`src/rtl/core_pkg.sv`:
```
// Core-side types for the communication unit
// Addresses, data words, cache lines, MHQ tags and load/store functions

package core_pkg;

    typedef logic [31:0]  addr_t;
    typedef logic [31:0]  data_t;
    typedef logic [127:0] line_t;

    localparam int line_bytes = 16;
    localparam int mhq_depth  = 4;

    typedef logic [1:0] mhq_tag_t;

    typedef enum logic [2:0] {
        lb = 3'b000,
        lh = 3'b001,
        lw = 3'b010,
        sb = 3'b100,
        sh = 3'b101,
        sw = 3'b110
    } lsu_func_t;

    // Lookup from the load/store unit
    typedef struct packed {
        addr_t     addr;
        lsu_func_t func;
        data_t     data;
        logic      dc_hit;
    } mhq_lookup_t;

    // Line fill back to the data cache with a line-aligned addr
    typedef struct packed {
        mhq_tag_t tag;
        logic     dirty;
        addr_t    addr;
        line_t    data;
    } mhq_fill_t;

endpackage

```
`src/rtl/wb_pkg.sv`:
```
// Wishbone bus types
// Pipelined Wishbone master and slave bundles, beats per cache line

package wb_pkg;

    typedef logic [31:0] wb_addr_t;
    typedef logic [31:0] wb_data_t;
    typedef logic [3:0]  wb_sel_t;

    localparam int wb_beats = 4;

    typedef struct packed {
        logic     cyc;
        logic     stb;
        logic     we;
        wb_sel_t  sel;
        wb_addr_t addr;
        wb_data_t data;
    } wb_master_t;

    typedef struct packed {
        logic     ack;
        logic     stall;
        wb_data_t data;
    } wb_slave_t;

endpackage

```
`src/rtl/mhq.sv`:
```
// Miss handling queue
// Allocates and merges cache misses, collects store bytes per line
// and builds the fill line once the bus fetch returns

`timescale 1ns/1ps

module mhq (
    input  logic                  clk,
    input  logic                  n_rst,
    input  logic                  i_lookup_valid,
    input  core_pkg::mhq_lookup_t i_lookup,
    input  logic                  i_ccu_done,
    input  core_pkg::line_t       i_ccu_data,
    output logic                  o_lookup_retry,
    output core_pkg::mhq_tag_t    o_lookup_tag,
    output logic                  o_fill_en,
    output core_pkg::mhq_fill_t   o_fill,
    output logic                  o_ccu_en,
    output core_pkg::addr_t       o_ccu_addr
);

    logic [core_pkg::mhq_depth-1:0]  valid_q;
    core_pkg::addr_t                 entry_addr [core_pkg::mhq_depth];
    logic                            dirty_q    [core_pkg::mhq_depth];
    logic [core_pkg::line_bytes-1:0] mask_q     [core_pkg::mhq_depth];
    core_pkg::line_t                 buf_q      [core_pkg::mhq_depth];
    core_pkg::mhq_tag_t              head_q;
    core_pkg::mhq_tag_t              tail_q;

    core_pkg::addr_t                 lookup_line;
    logic [3:0]                      word_be;
    core_pkg::data_t                 word_data;
    logic                            is_store;
    logic [core_pkg::line_bytes-1:0] store_mask;
    core_pkg::line_t                 store_line;
    logic                            match_any;
    core_pkg::mhq_tag_t              match_tag;
    logic                            full;
    logic                            active;
    logic                            alloc;
    logic                            merge;
    core_pkg::mhq_tag_t              wr_tag;
    core_pkg::line_t                 fill_line;

    assign lookup_line = {i_lookup.addr[31:4], 4'b0000};

    // Byte lanes and replicated data of a store
    always_comb begin
        case (i_lookup.func)
            core_pkg::sb: begin
                word_be   = 4'b0001 << i_lookup.addr[1:0];
                word_data = {4{i_lookup.data[7:0]}};
            end
            core_pkg::sh: begin
                word_be   = 4'b0011 << {i_lookup.addr[1], 1'b0};
                word_data = {2{i_lookup.data[15:0]}};
            end
            core_pkg::sw: begin
                word_be   = 4'b1111;
                word_data = i_lookup.data;
            end
            default: begin
                word_be   = 4'b0000;
                word_data = i_lookup.data;
            end
        endcase
    end

    assign is_store   = |word_be;
    assign store_mask = {{(core_pkg::line_bytes-4){1'b0}}, word_be} << {i_lookup.addr[3:2], 2'b00};
    assign store_line = {4{word_data}};

    // Line address match against every live entry
    always_comb begin
        match_any = 1'b0;
        match_tag = '0;
        for (int i = core_pkg::mhq_depth - 1; i >= 0; i--) begin
            if (valid_q[i] && entry_addr[i] == lookup_line) begin
                match_any = 1'b1;
                match_tag = core_pkg::mhq_tag_t'(i);
            end
        end
    end

    assign full   = valid_q[tail_q];
    assign active = i_lookup_valid & ~i_lookup.dc_hit;

    // Head bytes are being sampled for the fill this cycle, so a merge there must wait
    assign o_lookup_retry = active & (match_any ? (i_ccu_done & (match_tag == head_q)) : full);
    assign o_lookup_tag   = match_any ? match_tag : tail_q;

    assign alloc  = active & ~o_lookup_retry & ~match_any;
    assign merge  = active & ~o_lookup_retry & match_any;
    assign wr_tag = match_any ? match_tag : tail_q;

    // Stored bytes override the fetched line
    always_comb begin
        for (int b = 0; b < core_pkg::line_bytes; b++) begin
            fill_line[b*8 +: 8] = mask_q[head_q][b] ? buf_q[head_q][b*8 +: 8]
                                                    : i_ccu_data[b*8 +: 8];
        end
    end

    always_ff @(posedge clk) begin
        if (~n_rst) begin
            valid_q   <= '0;
            head_q    <= '0;
            tail_q    <= '0;
            o_fill_en <= 1'b0;
        end else begin
            o_fill_en <= i_ccu_done;
            if (alloc) begin
                valid_q[tail_q] <= 1'b1;
                tail_q          <= tail_q + 1'b1;
            end
            if (i_ccu_done) begin
                valid_q[head_q] <= 1'b0;
                head_q          <= head_q + 1'b1;
            end
        end
    end

    // Entry payload and fill register
    always_ff @(posedge clk) begin
        if (alloc) begin
            entry_addr[tail_q] <= lookup_line;
            dirty_q[tail_q]    <= is_store;
            mask_q[tail_q]     <= store_mask;
        end else if (merge) begin
            dirty_q[match_tag] <= dirty_q[match_tag] | is_store;
            mask_q[match_tag]  <= mask_q[match_tag] | store_mask;
        end
        if (alloc || merge) begin
            for (int b = 0; b < core_pkg::line_bytes; b++) begin
                if (store_mask[b]) begin
                    buf_q[wr_tag][b*8 +: 8] <= store_line[b*8 +: 8];
                end
            end
        end
        if (i_ccu_done) begin
            o_fill.tag   <= head_q;
            o_fill.dirty <= dirty_q[head_q];
            o_fill.addr  <= entry_addr[head_q];
            o_fill.data  <= fill_line;
        end
    end

    assign o_ccu_en   = valid_q[head_q];
    assign o_ccu_addr = entry_addr[head_q];

endmodule

```
`src/rtl/wb_biu.sv`:
```
// Wishbone bus interface unit
// Reads one cache line as four pipelined single reads

`timescale 1ns/1ps

module wb_biu (
    input  logic                clk,
    input  logic                n_rst,
    input  logic                i_biu_en,
    input  core_pkg::addr_t     i_biu_addr,
    input  wb_pkg::wb_slave_t   i_wb,
    output wb_pkg::wb_master_t  o_wb,
    output core_pkg::line_t     o_biu_data,
    output logic                o_biu_busy,
    output logic                o_biu_done
);

    logic                                  cyc_q;
    logic                                  stb_q;
    logic                                  done_q;
    logic [$clog2(wb_pkg::wb_beats)-1:0]   issue_cnt;
    logic [$clog2(wb_pkg::wb_beats)-1:0]   ack_cnt;
    wb_pkg::wb_addr_t                      addr_q;
    core_pkg::line_t                       line_q;
    logic                                  start;
    logic                                  accept;
    logic                                  ack;

    // Idle also excludes the done cycle so the enable level cannot reopen the bus
    assign start  = i_biu_en & ~cyc_q & ~done_q;
    assign accept = cyc_q & stb_q & ~i_wb.stall;
    assign ack    = cyc_q & i_wb.ack;

    always_ff @(posedge clk) begin
        if (~n_rst) begin
            cyc_q     <= 1'b0;
            stb_q     <= 1'b0;
            done_q    <= 1'b0;
            issue_cnt <= '0;
            ack_cnt   <= '0;
        end else begin
            done_q <= 1'b0;
            if (start) begin
                cyc_q     <= 1'b1;
                stb_q     <= 1'b1;
                issue_cnt <= '0;
                ack_cnt   <= '0;
            end else begin
                if (accept) begin
                    issue_cnt <= issue_cnt + 1'b1;
                    if (issue_cnt == wb_pkg::wb_beats - 1) begin
                        stb_q <= 1'b0;
                    end
                end
                if (ack) begin
                    ack_cnt <= ack_cnt + 1'b1;
                    if (ack_cnt == wb_pkg::wb_beats - 1) begin
                        cyc_q  <= 1'b0;
                        done_q <= 1'b1;
                    end
                end
            end
        end
    end

    // Address walk and line assembly with the oldest word lowest
    always_ff @(posedge clk) begin
        if (start) begin
            addr_q <= {i_biu_addr[31:4], 4'b0000};
        end else if (accept) begin
            addr_q <= addr_q + 32'd4;
        end
        if (ack) begin
            line_q <= {i_wb.data,
                       line_q[$bits(core_pkg::line_t)-1:$bits(wb_pkg::wb_data_t)]};
        end
    end

    always_comb begin
        o_wb.cyc  = cyc_q;
        o_wb.stb  = stb_q;
        o_wb.we   = 1'b0;
        o_wb.sel  = '1;
        o_wb.addr = addr_q;
        o_wb.data = '0;
    end

    assign o_biu_data = line_q;
    assign o_biu_busy = cyc_q;
    assign o_biu_done = done_q;

endmodule

```
`src/rtl/ccu.sv`:
```
// Core communication unit
// Sequences MHQ line fetches onto the Wishbone bus unit

`timescale 1ns/1ps

module ccu (
    input  logic                  clk,
    input  logic                  n_rst,
    input  logic                  i_lookup_valid,
    input  core_pkg::mhq_lookup_t i_lookup,
    input  wb_pkg::wb_slave_t     i_wb,
    output logic                  o_lookup_retry,
    output core_pkg::mhq_tag_t    o_lookup_tag,
    output logic                  o_fill_en,
    output core_pkg::mhq_fill_t   o_fill,
    output wb_pkg::wb_master_t    o_wb
);

    typedef enum logic [1:0] {
        st_idle = 2'b00,
        st_req  = 2'b01,
        st_wait = 2'b10,
        st_done = 2'b11
    } state_t;

    state_t           state_q;
    state_t           state_d;
    logic             ccu_en;
    logic             ccu_done;
    core_pkg::addr_t  ccu_addr;
    logic             biu_en;
    logic             biu_busy;
    logic             biu_done;
    core_pkg::line_t  biu_data;

    assign biu_en   = (state_q == st_req) | (state_q == st_wait);
    assign ccu_done = state_q == st_done;

    always_comb begin
        case (state_q)
            st_idle: state_d = (ccu_en & ~biu_busy) ? st_req : st_idle;
            st_req:  state_d = st_wait;
            st_wait: state_d = biu_done ? st_done : st_wait;
            default: state_d = st_idle;
        endcase
    end

    always_ff @(posedge clk) begin
        if (~n_rst) begin
            state_q <= st_idle;
        end else begin
            state_q <= state_d;
        end
    end

    mhq u_mhq (
        .clk            (clk),
        .n_rst          (n_rst),
        .i_lookup_valid (i_lookup_valid),
        .i_lookup       (i_lookup),
        .i_ccu_done     (ccu_done),
        .i_ccu_data     (biu_data),
        .o_lookup_retry (o_lookup_retry),
        .o_lookup_tag   (o_lookup_tag),
        .o_fill_en      (o_fill_en),
        .o_fill         (o_fill),
        .o_ccu_en       (ccu_en),
        .o_ccu_addr     (ccu_addr)
    );

    wb_biu u_biu (
        .clk        (clk),
        .n_rst      (n_rst),
        .i_biu_en   (biu_en),
        .i_biu_addr (ccu_addr),
        .i_wb       (i_wb),
        .o_wb       (o_wb),
        .o_biu_data (biu_data),
        .o_biu_busy (biu_busy),
        .o_biu_done (biu_done)
    );

endmodule

```
`config.mk`:
```
export PLATFORM = sky130hd
export DESIGN_NAME = ccu
export DESIGN_NICKNAME = d
export VERILOG_FILES = /design/src/rtl/core_pkg.sv /design/src/rtl/wb_pkg.sv /design/src/rtl/mhq.sv /design/src/rtl/wb_biu.sv /design/src/rtl/ccu.sv
export SDC_FILE = /design/constraint.sdc
export NUM_CORES = 1
export LEC_CHECK = 0
export ABC_AREA = 1
export BUFFER_PORTS_ARGS = -buffer_cell sky130_fd_sc_hd__buf_4
export CAP_MARGIN = 20
export CORE_ASPECT_RATIO = 0.8
export CORE_MARGIN = 2
export CORE_UTILIZATION = 35
export DETAILED_ROUTE_END_ITERATION = 7
export HOLD_SLACK_MARGIN = 0.06
export PLACE_DENSITY_LB_ADDON = 0.15
export SLEW_MARGIN = 20
export SYNTH_ARGS = -nofsm -noshare
export SYNTH_HDL_FRONTEND = slang
export SYNTH_SLANG_ARGS = --single-unit
export TNS_END_PERCENT = 1
```
`constraint.sdc`:
```
create_clock -name clk -period 7.04 [get_ports clk]
set_input_delay 0.352 -clock clk [delete_from_list [all_inputs] [get_ports clk]]
set_output_delay 0.352 -clock clk [all_outputs]
set_load 0.01 [all_outputs]
```
**After elaboration in Yosys (flattened, before gate mapping)**

Memory sizes are Yosys's and may differ from the RTL's. A register that Yosys moved wholly into a read port is not among the register bits.
Cells that the tools add are included.

- RAM bits: 692
- Bits in registers: 340
- Logic and storage cells: 206
- Memories kept: 4

Memories:

| memory | depth | width | rd ports | clocked after memory_dff | wr ports | RTL line | text |
|---|---|---|---|---|---|---|---|
| u_mhq.buf_q | 4 | 128 | 1 | 1 | 1 | mhq.sv:26 | `core_pkg::line_t buf_q [core_pkg::mhq_depth];` |
| u_mhq.entry_addr | 4 | 28 | 5 | 1 | 1 | mhq.sv:23 | `core_pkg::addr_t entry_addr [core_pkg::mhq_depth];` |
| u_mhq.mask_q | 4 | 16 | 2 | 1 | 1 | mhq.sv:25 | `logic [core_pkg::line_bytes-1:0] mask_q [core_pkg::mhq_depth];` |
| u_mhq.dirty_q | 4 | 1 | 2 | 1 | 1 | mhq.sv:24 | `logic dirty_q [core_pkg::mhq_depth];` |

- Muxes and demuxes: 116
- Shifts and indexed selects: 3
- Order comparisons: 4
- Reduce and logical (&&, ||, !) cells: 19
- Equality and inequality tests: 13
- $add $sub $neg: 5
- Bitwise logic cells: 26

Operators by type and width:

| cell | count |
|---|---|
| 32-bit equality test | 4 |
| 8-bit 2-to-1 mux | 16 |
| 1-bit 2-to-1 mux | 74 |
| 32-bit 2-to-1 mux | 2 |
| 32-bit case mux with 2 select lines | 1 |
| 32-bit by 3-bit adder with 32-bit output, second input constant | 1 |
| 2-bit 2-to-1 mux | 13 |
| 16-bit 2-to-1 mux | 1 |
| 16-bit bitwise OR | 1 |
| 16-bit OR reduction | 1 |
| 4-bit by 4-bit << shifter with 16-bit output | 1 |
| 1-bit bitwise AND | 12 |
| 4-bit 2-to-1 mux | 3 |
| 4-bit case mux with 3 select lines | 1 |
| 3-bit equality test, second input constant | 3 |
| 2-bit by 1-bit adder with 2-bit output, second input constant | 4 |
| 2-bit equality test, second input constant | 4 |
| 1-bit inverter | 8 |
| 2-bit nonzero test | 4 |
| 1-bit logical AND | 6 |
| 2-bit by 3-bit < comparator with 1-bit output, second input constant | 2 |
| 2-bit case mux with 3 select lines | 1 |
| 4-bit bitwise AND | 1 |
| 1-bit binary-select mux with 2-bit select | 2 |
| other kinds (16) | 20 |

**Logic depth before layout (Yosys ltp)**

An unclocked memory read counts as a cell.

- Word-level depth: 19
- Gate-level depth with buffers: 20
- Gate-level depth less buffers: 19

**Hierarchy**

A second synthesis with hierarchy kept.

- Cell total of the unflattened synthesis: 4097
- Area total of the unflattened synthesis: 44211.2 µm²

Modules (own cells, without submodules):

| module | instances | sequential area each (µm²) | area an instance (µm²) | cells an instance |
|---|---|---|---|---|
| mhq | 1 | 25774.7 | 37548.5 | 3581 |
| wb_biu | 1 | 4864.7 | 6536.3 | 501 |
| ccu | 1 | 40.0 | 126.4 | 15 |

**Worst setup path after synthesis**

OpenSTA, ideal clock, no wires.

- Kind: reg-to-reg
- Start: register state_q[1]
- End: memory u_mhq.dirty_q[0] (enable)
- Setup slack: 0.733 ns
- Stages on the path, launching flop included: 9
- Setup time: 0.397 ns
- Period minus slack after synthesis: 6.307 ns
- Required time: 6.643 ns
- Arrival time: 5.910 ns
- Buffers on the path: 1
- Path through: dfxtp_1 -> ha_1 -> clkbuf_1 -> nand2_1 -> a21oi_1 -> nand3_2 -> nand4_4 -> nand2_1 -> a21oi_1

- Longest elaborated chain between the ends: 12

Ends and longest elaborated chain:

| item | RTL line | text |
|---|---|---|
| start, declared | ccu.sv:26 | `state_t state_q;` |
| start signal, assigned | ccu.sv:50 | `state_q <= st_idle;` |
| start signal, assigned | ccu.sv:52 | `state_q <= state_d;` |
| 2-bit equality test (*) | ccu.sv:37 | `assign ccu_done = state_q == st_done;` |
| named net ccu_done | ccu.sv:29 | `logic ccu_done;` |
| 1-bit bitwise AND (*) | mhq.sv:89 | `assign o_lookup_retry = active & (match_any ? (i_ccu_done & (match_tag == head_q)) : full);` |
| 1-bit 2-to-1 mux (*) | mhq.sv:89 |  |
| 1-bit bitwise AND (*) | mhq.sv:89 |  |
| 1-bit inverter (*) | mhq.sv:92, mhq.sv:93 |  |
| 1-bit bitwise AND (*) | mhq.sv:92, mhq.sv:93 |  |
| 1-bit bitwise AND | mhq.sv:93 | `assign merge = active & ~o_lookup_retry & match_any;` |
| 1-bit 2-to-1 mux | mhq.sv:129 | `end else if (merge) begin` |
| 1-bit 2-to-1 mux | mhq.sv:125 | `if (alloc) begin` |
| 1-bit 2-to-1 mux (implied by the code) | mhq.sv:130 | `dirty_q[match_tag] <= dirty_q[match_tag] \| is_store;` |
| 1-bit OR reduction (no line) | n/a |  |
| 2-bit 2-to-1 mux (no line) / 1-bit 2-to-1 mux (equally long branches) | n/a |  |
| end, declared | mhq.sv:24 |  |

Mark *: on every way through the listed nets, which the timed path passes. The rest lies on a longest branch.

==> metrics <==
min Tclk post-route=4.11 ns; Non-Filler Instances=6000; vias in the first global route=28000; number of flops mapped to enable cells by yosys=1007; measured slew at the worst slew-check pin=1.17 ns; Core ar.=123000 µm²; Critical Path Sink Type=register; #FFs+latches synth=1029; Die Y-Extent=320 µm; Worst Path Arrival=4.45 ns; Pwr per Cell Area=253 nW/µm²; clk_lat worst skew=0.74 ns; Mapped Cells=3911; Area Growth Syn to Fin=18.1%; startpoint of the worst register-to-register path=u_mhq.entry_addr[1][0]$_DFFE_PP_; RD Place Congestion=roughly 0.93; first-pass GRT wire length=around 200000 µm; DRC violations left=0; post-route ant nets=0; Commonest cells post-synth=edfxtp_1 (1007), nor2_1 (927), nand2_1 (562); IO Port Bufs=~300; Multi-input gate area=11200 µm²; Setup TNS=0 ns; CTS tree=yes; drt first-iter violations=around 2900; grt ovf=0; fraction of registers with async set/reset=0; RSZ-0062 raised after global routing=no; FMAX=0.244 GHz; hold_sp=i_lookup[39]; syn_area_per_cell=~11 µm²; sequential fraction of the synthesis area=0.702; router iterations before antenna repair=6; critical path class=register to register; final hold violations=0; post-layout util=0.418; Setup Fix Bufs, Post-CTS=0; clock sinks=1029; Worst Hold Class=primary input to register; H-tree depth=3; Max-cap violations=0; Netlist Area Pre-Place=43700 µm²; Post-Route WL=around 140000 µm; Total Routing Usage GR=0.212; Initial Util=0.354; dpl hpwl=93500 µm; largest net degree at the start of global routing=190; final cycle utilization of the critical path=0.583; Placed Cells incl. Taps=around 5700; die area=128000 µm²; FP Rows=~120; top-count cell post-synth=edfxtp_1; Reg clk slew, reported paths=0.06 ns; Register-to-Register Path Depth=15; initial antenna violation count=12; share of the synthesized area in the top cell type=0.692; Ys Warns=0; Req. time, crit path=7.39 ns; clk_skew=0.0322 ns; Critical Path Start=u_mhq.entry_addr[1][0]$_DFFE_PP_; Via density=4.98; Chip Width=roughly 400 µm; status=finished, final reports clean; drt wl/cell=22.9 µm; CTS Buf Count=106; Distinct cells, synth=53; crit-path max FO=between 60 and 70; via count=about 30000; CTS root buffer=clkbuf_16; top post-synthesis cells by area=edfxtp_1 (69%), nor2_1 (8.0%), o21ai_0 (4.9%), nand2_1 (4.8%), inv_1 (2.0%); Seq. cell area=30700 µm²; # IOs=about 340; fraction of layout cells with a size suffix above 1=0.132; fin. max-slew vios=0; Worst Hold Path Cells=2; Leakage=18.9 nW; slew margin rel.=0.219; Final #Nets=4393; Synth area leader=edfxtp_1; Fill cells=11800; ys flop type=edfxtp_1; startpoint types=register; Worst VDD drop=between 0.0002 and 0.00025 V; Max clock buf depth=3; final setup vio count=0
-- area by class of cell --
type                    instances  area share
flip-flops and latches       1029       0.595
diodes                          5    0.000243
repair buffers                423      0.0653
well taps                    1638      0.0397
multi-input cells            2440       0.217
clock inverters                53     0.00895
clock buffers                 138      0.0538
inverters                     274      0.0204
-- state kept, by name, indices dropped and copies added (netlist names), 4 cells and up, named ones only --
signal,cells
u_mhq.valid_q,4
u_mhq.entry_addr,112
u_mhq.buf_q,512
u_mhq.o_fill,159
u_biu.addr_q,30
u_mhq.mask_q,64
u_mhq.dirty_q,4
u_biu.o_biu_data,128
-- through the flow --
stage	worst slack [ns]	cell area (µm²)	total power, W	hold WS, ns
finish	2.93	51600	0.0130	0.224
floorplan	0.733	43800	0.00741	0.427
detailed placement	2.47	47600	0.00780	0.435
global route	2.57	51600	0.0135	0.188
global placement	2.54	47600	0.00780	0.434
CTS	2.61	51600	0.0131	0.152
-- power by group --
part           switching, W  internal (W)  total [W]  leakage, nW
Clock               0.00243       0.00290    0.00533         1.55
Combinational      0.000579      0.000223   0.000802         8.03
Sequential        0.0000600       0.00685    0.00691         9.33
-- cells by family after synthesis --
| logic type | count (synthesis) | share of synthesized area |
|---|---|---|
| mux | 5 | 0.00129 |
| compound gates | 715 | 0.0890 |
| flops | 1029 | 0.702 |
| simple gates | 1642 | 0.152 |
| buf+inv | 483 | 0.0471 |
| other cells | 2 | 0.000172 |
| xor+xnor | 21 | 0.00421 |
| fa+ha+maj | 14 | 0.00401 |
-- worst max-delay path, cell delays in order, from the launching register on --
cell	delay, ns
edfxtp_1	0.42
inv_1	0.15
nand2_1	0.19
nand3_1	0.17
nor2_1	0.06
nand2_1	0.18
nor2_1	0.06
nand2_1	0.14
nand2_4	0.09
nand2_4	0.48
nand2_2	0.15
nand2_2	0.12
nor2_4	0.05
nor2_8	0.39
nand4_1	0.36
a21oi_4	0.67
-- what timing repair did --
| action | in CTS | in global routing |
|---|---|---|
| gates resized for setup | 0 | 0 |
| endpoints found under the hold margin | 291 | 0 |
| hold buffers | 72 | 0 |
-- cells in the final DEF, fill, tap and decap left out, drive strengths merged, types with 22 or more instances in the layout --
cell,instances
a21oi,84
a31oi,129
buf,351
clkbuf,138
clkinv,52
conb,43
dfxtp,22
dlygate4sd3,72
edfxtp,1007
inv,271
nand2,573
nand3,49
nand4,44
nor2,934
o21ai,451
-- layer usage --
metal	vias up	global-route usage	wire, µm
li1	14200	-	-
met1	14600	0.323	66200
met2	940	0.305	58800
met3	175	0.0411	9380
met4	8	0.0524	2920
met5	-	0.0103	227
-- path summary, 6_finish.rpt --
| check | slack, ns | to |
|---|---|---|
| max | 2.93 | u_mhq.mask_q[0][2]$_DFFE_PP_ |
| min | 0.22 | u_mhq.mask_q[0][1]$_DFFE_PP_ |
| min reg2reg | 0.44 | u_biu.o_biu_data[40]$_DFFE_PP_ |
| max reg2reg | 2.93 | u_mhq.mask_q[0][2]$_DFFE_PP_ |
Power figures use the tool's default switching activity.
